<file path="config.mk">
export PLATFORM = sky130hd
export DESIGN_NAME = src_top
export DESIGN_NICKNAME = d
export VERILOG_FILES = /design/src/rtl/src_pkg.sv /design/src/rtl/src_job_if.sv /design/src/rtl/src_fifo.sv /design/src/rtl/src_req_issue.sv /design/src/rtl/src_resp_align.sv /design/src/rtl/src_ctrl.sv /design/src/rtl/src_top.sv
export SDC_FILE = /design/constraint.sdc
export NUM_CORES = 1
export LEC_CHECK = 0
export ABC_AREA = 1
export BUFFER_PORTS_ARGS = -buffer_cell sky130_fd_sc_hd__buf_2
export CORE_UTILIZATION = 60
export CTS_CLUSTER_DIAMETER = 40
export DETAILED_ROUTE_END_ITERATION = 10
export PLACE_DENSITY_LB_ADDON = 0.25
export SKIP_CTS_REPAIR_TIMING = 1
export SYNTH_ARGS = -nofsm -noshare
export SYNTH_HDL_FRONTEND = slang
export SYNTH_SLANG_ARGS = --single-unit
</file>
<file path="constraint.sdc">
create_clock -name clk_i -period 11.8 [get_ports clk_i]
set_clock_uncertainty 0.2 [all_clocks]
set_input_delay 2.36 -clock clk_i [delete_from_list [all_inputs] [get_ports clk_i]]
set_output_delay 2.36 -clock clk_i [all_outputs]
set_load 0.005 [all_outputs]
</file>
<file path="src/rtl/src_pkg.sv">
`default_nettype none

package src_pkg;

  localparam int unsigned ADDR_W    = 32;                  // byte address
  localparam int unsigned STREAM_DW = 32;                  // one stream beat
  localparam int unsigned MEM_DW    = STREAM_DW + 32;      // extra word covers misalignment
  localparam int unsigned CNT_W     = 16;                  // beats per job
  localparam int unsigned OFS_W     = 2;                   // byte lane within a 32-bit word
  localparam int unsigned JOB_DEPTH = 2;                   // queued jobs
  localparam int unsigned OFS_DEPTH = 8;                   // max outstanding reads
  localparam int unsigned JOB_W     = 2 * ADDR_W + CNT_W;  // {len, stride, base}

  typedef logic [ADDR_W-1:0]    addr_t;
  typedef logic [MEM_DW-1:0]    mem_data_t;
  typedef logic [STREAM_DW-1:0] stream_data_t;
  typedef logic [CNT_W-1:0]     cnt_t;
  typedef logic [OFS_W-1:0]     ofs_t;

  typedef enum logic [1:0] {
    SRC_IDLE,     // no active job
    SRC_WORKING,  // requests still being issued
    SRC_DRAIN     // all granted, waiting for beats
  } src_state_e;

endpackage

`default_nettype wire

</file>
<file path="src/rtl/src_job_if.sv">
`timescale 1ns/10ps
`default_nettype none

interface src_job_if import src_pkg::*; ();

  logic  start;       // one-cycle pulse, fields below valid in that cycle
  addr_t base;        // first byte address
  addr_t stride;      // byte step between beats
  cnt_t  len;         // beats in the job
  logic  issue_done;  // level, all requests of the job granted

  modport ctrl (
    output start, base, stride, len,
    input  issue_done
  );

  modport issue (
    input  start, base, stride, len,
    output issue_done
  );

endinterface

`default_nettype wire

</file>
<file path="src/rtl/src_fifo.sv">
`timescale 1ns/10ps
`default_nettype none

module src_fifo #(
  parameter int unsigned WIDTH = 8,  // entry width
  parameter int unsigned DEPTH = 2   // number of entries
) (
  input  wire logic             clk_i,
  input  wire logic             rst_ni,
  input  wire logic             clear_i,       // flush all entries
  input  wire logic             push_valid_i,
  input  wire logic [WIDTH-1:0] push_data_i,
  input  wire logic             pop_ready_i,
  output logic                  push_ready_o,  // low when full
  output logic                  pop_valid_o,   // high when not empty
  output logic      [WIDTH-1:0] pop_data_o
);

  logic [WIDTH-1:0]           mem_q [DEPTH];  // ring storage
  logic [$clog2(DEPTH)-1:0]   wr_ptr_q;
  logic [$clog2(DEPTH)-1:0]   rd_ptr_q;
  logic [$clog2(DEPTH+1)-1:0] cnt_q;          // occupancy
  logic                       push;
  logic                       pop;

  assign push_ready_o = (cnt_q != ($clog2(DEPTH+1))'(DEPTH));
  assign pop_valid_o  = (cnt_q != '0);
  assign pop_data_o   = mem_q[rd_ptr_q];      // head, valid only with pop_valid_o

  assign push = push_valid_i & push_ready_o;
  assign pop  = pop_valid_o & pop_ready_i;

  always_ff @(posedge clk_i or negedge rst_ni) begin
    if (!rst_ni) begin
      wr_ptr_q <= '0;
      rd_ptr_q <= '0;
      cnt_q    <= '0;
    end else if (clear_i) begin
      wr_ptr_q <= '0;
      rd_ptr_q <= '0;
      cnt_q    <= '0;
    end else begin
      if (push) begin
        wr_ptr_q <= (wr_ptr_q == ($clog2(DEPTH))'(DEPTH - 1)) ? '0 : wr_ptr_q + 1'b1;  // wrap
      end
      if (pop) begin
        rd_ptr_q <= (rd_ptr_q == ($clog2(DEPTH))'(DEPTH - 1)) ? '0 : rd_ptr_q + 1'b1;
      end
      if (push && !pop) begin
        cnt_q <= cnt_q + 1'b1;
      end else if (pop && !push) begin
        cnt_q <= cnt_q - 1'b1;
      end  // push and pop together keep the count
    end
  end

  always_ff @(posedge clk_i) begin
    if (push) begin
      mem_q[wr_ptr_q] <= push_data_i;
    end
  end

endmodule

`default_nettype wire

</file>
<file path="src/rtl/src_req_issue.sv">
`timescale 1ns/10ps
`default_nettype none

module src_req_issue
  import src_pkg::*;
(
  input  wire logic clk_i,
  input  wire logic rst_ni,
  input  wire logic clear_i,
  src_job_if.issue  job,
  input  wire logic mem_gnt_i,
  input  wire logic stream_ready_i,  // back-pressure also stalls requests
  input  wire logic ofs_ready_i,     // room left in the offset queue
  output logic      mem_req_o,
  output addr_t     mem_addr_o,
  output logic      ofs_valid_o,
  output ofs_t      ofs_o
);

  addr_t addr_q;    // current byte address
  addr_t stride_q;  // latched at start
  cnt_t  len_q;     // latched at start
  cnt_t  cnt_q;     // granted requests so far
  logic  busy_q;    // requests still to issue
  logic  gnt;

  assign mem_req_o  = busy_q & stream_ready_i & ofs_ready_i;
  assign mem_addr_o = {addr_q[ADDR_W-1:OFS_W], {OFS_W{1'b0}}};  // word aligned
  assign gnt        = mem_req_o & mem_gnt_i;

  // byte offset travels to the aligner with each granted read
  assign ofs_valid_o = gnt;
  assign ofs_o       = addr_q[OFS_W-1:0];

  assign job.issue_done = ~busy_q;  // stays high until the next start

  always_ff @(posedge clk_i or negedge rst_ni) begin
    if (!rst_ni) begin
      busy_q <= 1'b0;
      cnt_q  <= '0;
      addr_q <= '0;
    end else if (clear_i) begin
      busy_q <= 1'b0;
      cnt_q  <= '0;
    end else if (job.start) begin
      addr_q <= job.base;
      cnt_q  <= '0;
      busy_q <= (job.len != '0);  // empty job is done at once
    end else if (gnt) begin
      addr_q <= addr_q + stride_q;  // linear walk
      cnt_q  <= cnt_q + 1'b1;
      if (cnt_q + 1'b1 == len_q) begin
        busy_q <= 1'b0;             // last request granted
      end
    end
  end

  always_ff @(posedge clk_i) begin
    if (job.start) begin
      stride_q <= job.stride;
      len_q    <= job.len;
    end
  end

endmodule

`default_nettype wire

</file>
<file path="src/rtl/src_resp_align.sv">
`timescale 1ns/10ps
`default_nettype none

module src_resp_align
  import src_pkg::*;
(
  input  wire logic      clk_i,
  input  wire logic      rst_ni,
  input  wire logic      clear_i,
  input  wire mem_data_t mem_rdata_i,
  input  wire logic      mem_rvalid_i,
  input  wire logic      stream_ready_i,
  input  wire logic      ofs_valid_i,    // one push per granted read
  input  wire ofs_t      ofs_i,
  output logic           ofs_ready_o,
  output logic           mem_rready_o,
  output logic           stream_valid_o,
  output stream_data_t   stream_data_o,
  output logic           beat_o          // pulse per accepted beat
);

  mem_data_t hold_q;        // word parked during a stall
  logic      hold_valid_q;
  logic      hold_load;
  logic      resp_fire;
  logic      ofs_avail;     // a read is outstanding
  ofs_t      ofs_head;      // offset of the oldest read
  mem_data_t word;
  mem_data_t word_shifted;

  src_fifo #(
    .WIDTH ( OFS_W     ),
    .DEPTH ( OFS_DEPTH )
  ) i_ofs_fifo (
    .clk_i        ( clk_i       ),
    .rst_ni       ( rst_ni      ),
    .clear_i      ( clear_i     ),
    .push_valid_i ( ofs_valid_i ),
    .push_data_i  ( ofs_i       ),
    .pop_ready_i  ( beat_o      ),  // offset retires with its beat
    .push_ready_o ( ofs_ready_o ),
    .pop_valid_o  ( ofs_avail   ),
    .pop_data_o   ( ofs_head    )
  );

  // accept while the stream moves or the holding register is free
  assign mem_rready_o = stream_ready_i | ~hold_valid_q;
  assign resp_fire    = mem_rvalid_i & mem_rready_o;

  // held word is older than the live one
  assign word          = hold_valid_q ? hold_q : mem_rdata_i;
  assign word_shifted  = word >> {ofs_head, 3'b000};  // byte offset to bits
  assign stream_data_o = word_shifted[STREAM_DW-1:0];

  // responses with no offset left are stale after a clear and get dropped
  assign stream_valid_o = (hold_valid_q | mem_rvalid_i) & ofs_avail;
  assign beat_o         = stream_valid_o & stream_ready_i;

  // live word parks if it cannot go out this cycle
  assign hold_load = resp_fire & ofs_avail & (hold_valid_q | ~stream_ready_i);

  always_ff @(posedge clk_i or negedge rst_ni) begin
    if (!rst_ni) begin
      hold_valid_q <= 1'b0;
    end else if (clear_i) begin
      hold_valid_q <= 1'b0;
    end else begin
      hold_valid_q <= hold_load | (hold_valid_q & ~stream_ready_i);  // refill or keep
    end
  end

  always_ff @(posedge clk_i) begin
    if (hold_load) begin
      hold_q <= mem_rdata_i;
    end
  end

endmodule

`default_nettype wire

</file>
<file path="src/rtl/src_ctrl.sv">
`timescale 1ns/10ps
`default_nettype none

module src_ctrl
  import src_pkg::*;
(
  input  wire logic  clk_i,
  input  wire logic  rst_ni,
  input  wire logic  clear_i,
  input  wire logic  job_valid_i,
  input  wire addr_t job_base_i,
  input  wire addr_t job_stride_i,
  input  wire cnt_t  job_len_i,
  input  wire logic  beat_i,      // one per accepted stream beat
  output logic       job_ready_o,
  output logic       done_o,      // pulse after the last beat
  src_job_if.ctrl    job
);

  src_state_e       state_q;
  src_state_e       state_d;
  logic [JOB_W-1:0] job_push_data;
  logic [JOB_W-1:0] job_pop_data;
  logic             job_pending;  // job waiting at queue head
  logic             start;
  cnt_t             len_q;        // beats of the active job
  cnt_t             beat_cnt_q;

  assign job_push_data = {job_len_i, job_stride_i, job_base_i};

  src_fifo #(
    .WIDTH ( JOB_W     ),
    .DEPTH ( JOB_DEPTH )
  ) i_job_fifo (
    .clk_i        ( clk_i         ),
    .rst_ni       ( rst_ni        ),
    .clear_i      ( clear_i       ),
    .push_valid_i ( job_valid_i   ),
    .push_data_i  ( job_push_data ),
    .pop_ready_i  ( start         ),  // head leaves the queue as it starts
    .push_ready_o ( job_ready_o   ),
    .pop_valid_o  ( job_pending   ),
    .pop_data_o   ( job_pop_data  )
  );

  assign job.start  = start;
  assign job.base   = job_pop_data[ADDR_W-1:0];
  assign job.stride = job_pop_data[2*ADDR_W-1:ADDR_W];
  assign job.len    = job_pop_data[JOB_W-1:2*ADDR_W];

  always_comb begin
    state_d = state_q;
    start   = 1'b0;
    done_o  = 1'b0;
    case (state_q)
      SRC_IDLE: begin
        if (job_pending) begin
          start   = 1'b1;
          state_d = SRC_WORKING;
        end
      end
      SRC_WORKING: begin
        if (job.issue_done) begin
          state_d = SRC_DRAIN;  // only beats left
        end
      end
      SRC_DRAIN: begin
        if (job.issue_done && (beat_cnt_q == len_q)) begin
          done_o  = 1'b1;
          start   = job_pending;  // chain the next job, no idle gap
          state_d = job_pending ? SRC_WORKING : SRC_IDLE;
        end
      end
      default: state_d = SRC_IDLE;
    endcase
  end

  always_ff @(posedge clk_i or negedge rst_ni) begin
    if (!rst_ni) begin
      state_q    <= SRC_IDLE;
      len_q      <= '0;
      beat_cnt_q <= '0;
    end else if (clear_i) begin
      state_q    <= SRC_IDLE;
      beat_cnt_q <= '0;
    end else begin
      state_q <= state_d;
      if (start) begin
        len_q      <= job.len;
        beat_cnt_q <= '0;  // previous job fully drained by now
      end else if (beat_i) begin
        beat_cnt_q <= beat_cnt_q + 1'b1;
      end
    end
  end

endmodule

`default_nettype wire

</file>
<file path="src/rtl/src_top.sv">
`timescale 1ns/10ps
`default_nettype none

module src_top
  import src_pkg::*;
(
  input  wire logic      clk_i,
  input  wire logic      rst_ni,
  input  wire logic      clear_i,
  // job input
  input  wire logic      job_valid_i,
  output logic           job_ready_o,
  input  wire addr_t     job_base_i,
  input  wire addr_t     job_stride_i,
  input  wire cnt_t      job_len_i,
  output logic           done_o,
  // memory read port
  output logic           mem_req_o,
  input  wire logic      mem_gnt_i,
  output addr_t          mem_addr_o,
  input  wire mem_data_t mem_rdata_i,
  input  wire logic      mem_rvalid_i,
  output logic           mem_rready_o,
  // output stream
  output logic           stream_valid_o,
  input  wire logic      stream_ready_i,
  output stream_data_t   stream_data_o
);

  logic ofs_valid;  // granted read offset push
  ofs_t ofs;
  logic ofs_ready;
  logic beat;

  src_job_if job_bus ();

  src_ctrl i_ctrl (
    .clk_i        ( clk_i        ),
    .rst_ni       ( rst_ni       ),
    .clear_i      ( clear_i      ),
    .job_valid_i  ( job_valid_i  ),
    .job_base_i   ( job_base_i   ),
    .job_stride_i ( job_stride_i ),
    .job_len_i    ( job_len_i    ),
    .beat_i       ( beat         ),
    .job_ready_o  ( job_ready_o  ),
    .done_o       ( done_o       ),
    .job          ( job_bus.ctrl )
  );

  src_req_issue i_req_issue (
    .clk_i          ( clk_i          ),
    .rst_ni         ( rst_ni         ),
    .clear_i        ( clear_i        ),
    .job            ( job_bus.issue  ),
    .mem_gnt_i      ( mem_gnt_i      ),
    .stream_ready_i ( stream_ready_i ),
    .ofs_ready_i    ( ofs_ready      ),
    .mem_req_o      ( mem_req_o      ),
    .mem_addr_o     ( mem_addr_o     ),
    .ofs_valid_o    ( ofs_valid      ),
    .ofs_o          ( ofs            )
  );

  src_resp_align i_resp_align (
    .clk_i          ( clk_i          ),
    .rst_ni         ( rst_ni         ),
    .clear_i        ( clear_i        ),
    .mem_rdata_i    ( mem_rdata_i    ),
    .mem_rvalid_i   ( mem_rvalid_i   ),
    .stream_ready_i ( stream_ready_i ),
    .ofs_valid_i    ( ofs_valid      ),
    .ofs_i          ( ofs            ),
    .ofs_ready_o    ( ofs_ready      ),
    .mem_rready_o   ( mem_rready_o   ),
    .stream_valid_o ( stream_valid_o ),
    .stream_data_o  ( stream_data_o  ),
    .beat_o         ( beat           )
  );

endmodule

`default_nettype wire

</file>
==> impl_metrics.ini <==
[setup_path]
critical_path_class = reg -> out
cp_slowest_cell = o21ai_2
critical_path.cell_chain = inv_2, nor2_1, o32ai_1, inv_1, o21ai_2, inv_1, o21ai_0, o21ai_0, buf_2
critPathMaxFanout = 33
cp_top_family = compound AO/OA/AOI/OAI gates
required_ns = 9.24
cp.arrival_ns = 3.85
crit_buf_inv = 4
setup.worst_path.end_class = primary output
start_kind = flip-flop
max_stage_delay_ns = 0.85

[floorplan]
start_util_pct = 61.3
dieHeight_um = 179
die_x_um = 179
core_area_um2 = 30700
io_pins = 220
rows = 64
dieArea_um2 = 32000

[sta]
timing.final.crit_share_pct = 54.3
slew_violations = 0
tightest_slew_ns = 1.15
finalHoldViolCount = 0
rsz0062_at_grt = no
finalSetupViolCount = 0
timing.fmax_mhz = 156
finalSetupTns_ns = 0
timing.slew.headroom_pct = 23.3
min_period_ns = 6.41

[grt]
grt_max_degree = 82
grt_first_pass_wirelength_um = 69500
grt_pass1_vias = 14100
antenna_found_initial = 3
grt_overflow_total = 0
grt_usage_pct = 27.9

[route]
wire_per_inst_um = 17.1
drtPass1Iterations = 5
drt_iter0_markers = 1232
drc = 0
via_count = 14500
ant_nets = 0
avgViaCountPerCell = 5.56
wirelength_um = 44600

[layout]
utilization_pct = 70.1
finalInstanceArea_um2 = 21500
stdcell_count = 2610
fillers = 2319
final_nets = 2362
drive_above_1_share_pct = 15.2
syn_to_final_growth_pct = 14.4

[logic_synthesis]
ys_top_cells_by_count = nand2_1, edfxtp_1, nor2_1
syn_area_per_cell_um2 = 9.41
synth_warnings = 0
synthFlopType = edfxtp_1
synth_most_common_cell = nand2_1
ys_seq_area_share_pct = 57.8
ys_top_cells_by_area = edfxtp_1, nand2_1, dfrtp_1
synthCells = 1996
syn_area_um2 = 18800
async_reset_ff_share_pct = 25.9
ys_ff_latch = 378
synth_area_leader_cell = edfxtp_1
synth_cell_types = 45
synth-edff-count = 280
synth_top_area_share_pct = 44.8

[power_and_ir_drop]
power_leakage_uw = 0.00930
powerDensity_nw_per_um2 = 269
ir_drop_uv = 201

[placed_design]
place_area_um2 = 19900
io_buffers = 209
hpwl_um = 29700
dp_cells = 2516
finalWeightedCongestion = 0.996

[run_status]
outcome = finished, final reports clean

[hold_path]
hold_class = reg -> reg

[job]
drv.max_cap_violation_count = 0

[cts]
clk_path_buf_depth = 3
clk_latency_ns = 0.56
root_buffer = clkbuf_16
clock-sinks = 378
clk_pin_slew_ns = 0.06
cts_tree = built
numCtsBuffers = 48
htreeDepth = 2
[layer usage]
metal	up-vias	wire (um)	global-route usage, %
li1	7059	-	-
met1	6860	18200	34.7
met2	485	22600	48.7
met3	115	2340	4.43
met4	4	1460	11.0
met5	-	29	0
[worst register-to-register path, stage by stage, from the launching register on]
cell     delay [ns]
dfrtp_1        0.38
inv_1          0.12
o21ai_0        0.10
a21oi_1        0.13
nand2_1        0.08
nor2_2         0.12
nand3_2        0.15
nand2_4        0.16
nand2_4        0.38
inv_2          0.83
buf_4          0.58
o21ai_0        0.26
nand3_1        0.13
nand2_1        0.07
[power by group]
part / switching (uW) / internal (uW) / leakage, uW
Clock: 595 / 860 / 0.000783
Combinational: 1580 / 759 / 0.00462
Sequential: 169 / 1810 / 0.00390
Total: 2350 / 3430 / 0.00930
[worst paths after layout]
check | from | to | slack, ns | cells past startpoint
max | i_resp_align.i_ofs_fifo.rd_ptr_q[0] | stream_data_o[15] | 5.39 | 9
min | i_ctrl.i_job_fifo.mem_q[0][45] | i_req_issue.stride_q[13] | 0.30 | 2
max reg2reg | i_ctrl.beat_cnt_q[1] | i_req_issue.addr_q[26] | 7.98 | 13
min reg2reg | i_ctrl.i_job_fifo.mem_q[0][45] | i_req_issue.stride_q[13] | 0.30 | 2
max in group asynchronous | rst_ni | i_resp_align.hold_valid_q | 8.51 | 2
min in group asynchronous | rst_ni | i_req_issue.addr_q[7] | 1.52 | 1
[through the flow]
stage | power [uW] | hold WS, ns | worst slack [ns]
CTS | 5780 | 0.307 | 5.49
detailed placement | 4300 | 0.291 | 6.03
floorplan | 3710 | 0.264 | 5.24
global placement | 4250 | 0.291 | 6.05
finish | 5780 | 0.302 | 5.39
global route | 6150 | 0.334 | 5.04
[flip-flops by register name, summed over array words and instances, names as in the netlist]
register,cells
i_ctrl.i_job_fifo.cnt_q,2
i_req_issue.cnt_q,16
i_resp_align.hold_valid_q,1
i_req_issue.stride_q,32
i_resp_align.i_ofs_fifo.rd_ptr_q,3
i_ctrl.state_q,2
i_resp_align.i_ofs_fifo.wr_ptr_q,3
i_ctrl.i_job_fifo.wr_ptr_q,1
i_resp_align.i_ofs_fifo.cnt_q,4
i_resp_align.i_ofs_fifo.mem_q,16
i_req_issue.len_q,16
i_ctrl.len_q,16
i_ctrl.i_job_fifo.rd_ptr_q,1
i_ctrl.i_job_fifo.mem_q,160
i_ctrl.beat_cnt_q,16
i_req_issue.addr_q,32
i_resp_align.hold_q,56
i_req_issue.busy_q,1
[logic make-up after synthesis]
kind of cell / count (synthesis) / share of synthesized area, %
DFF: 378 / 57.8
adders and majority gates: 41 / 2.81
AOI/OAI and AO/OA: 252 / 7.19
xor gates and xnor gates: 43 / 2.08
muxes: 50 / 2.66
buffers and inverters: 224 / 5.63
other: 1 / 0.0200
and+or+nand+nor: 1007 / 21.8
[layout make-up]
class	instances	area [um2]	share of cell area [%]
clock inverter	35	348	1.62
multi-input combinational	1395	6890	32.1
inverter	127	477	2.22
tap	396	495	2.31
sequential	378	10900	50.6
antenna	4	10.0	0.0466
clock buffer	55	1270	5.90
timing repair buffer	220	1130	5.26
[cell usage in the layout, fill, tap and decap left out, types with 3 or more instances in the layout]
master and n:
a21oi_1 69, a22oi_1 6, buf_2 208, buf_4 12
bufinv_16 3, clkbuf_1 4, clkbuf_16 49, clkinv_1 7
clkinv_4 3, clkinvlp_4 4, dfrtp_1 96, diode_2 4
edfxtp_1 280, ha_1 39, inv_1 113, inv_2 13
inv_6 11, inv_8 5, mux2i_1 50, nand2_1 657
nand2_4 3, nand3_1 83, nand3b_1 8, nand4_1 30
nor2_1 188, nor2_2 4, nor2_4 3, nor3_1 17
nor4_1 8, o211ai_1 4, o21a_1 4, o21ai_0 131
o21ai_1 19, o21ai_2 7, o21bai_1 4, o22ai_1 3
xnor2_1 12, xor2_1 30
Note: power is estimated with default switching activity, not from simulation.
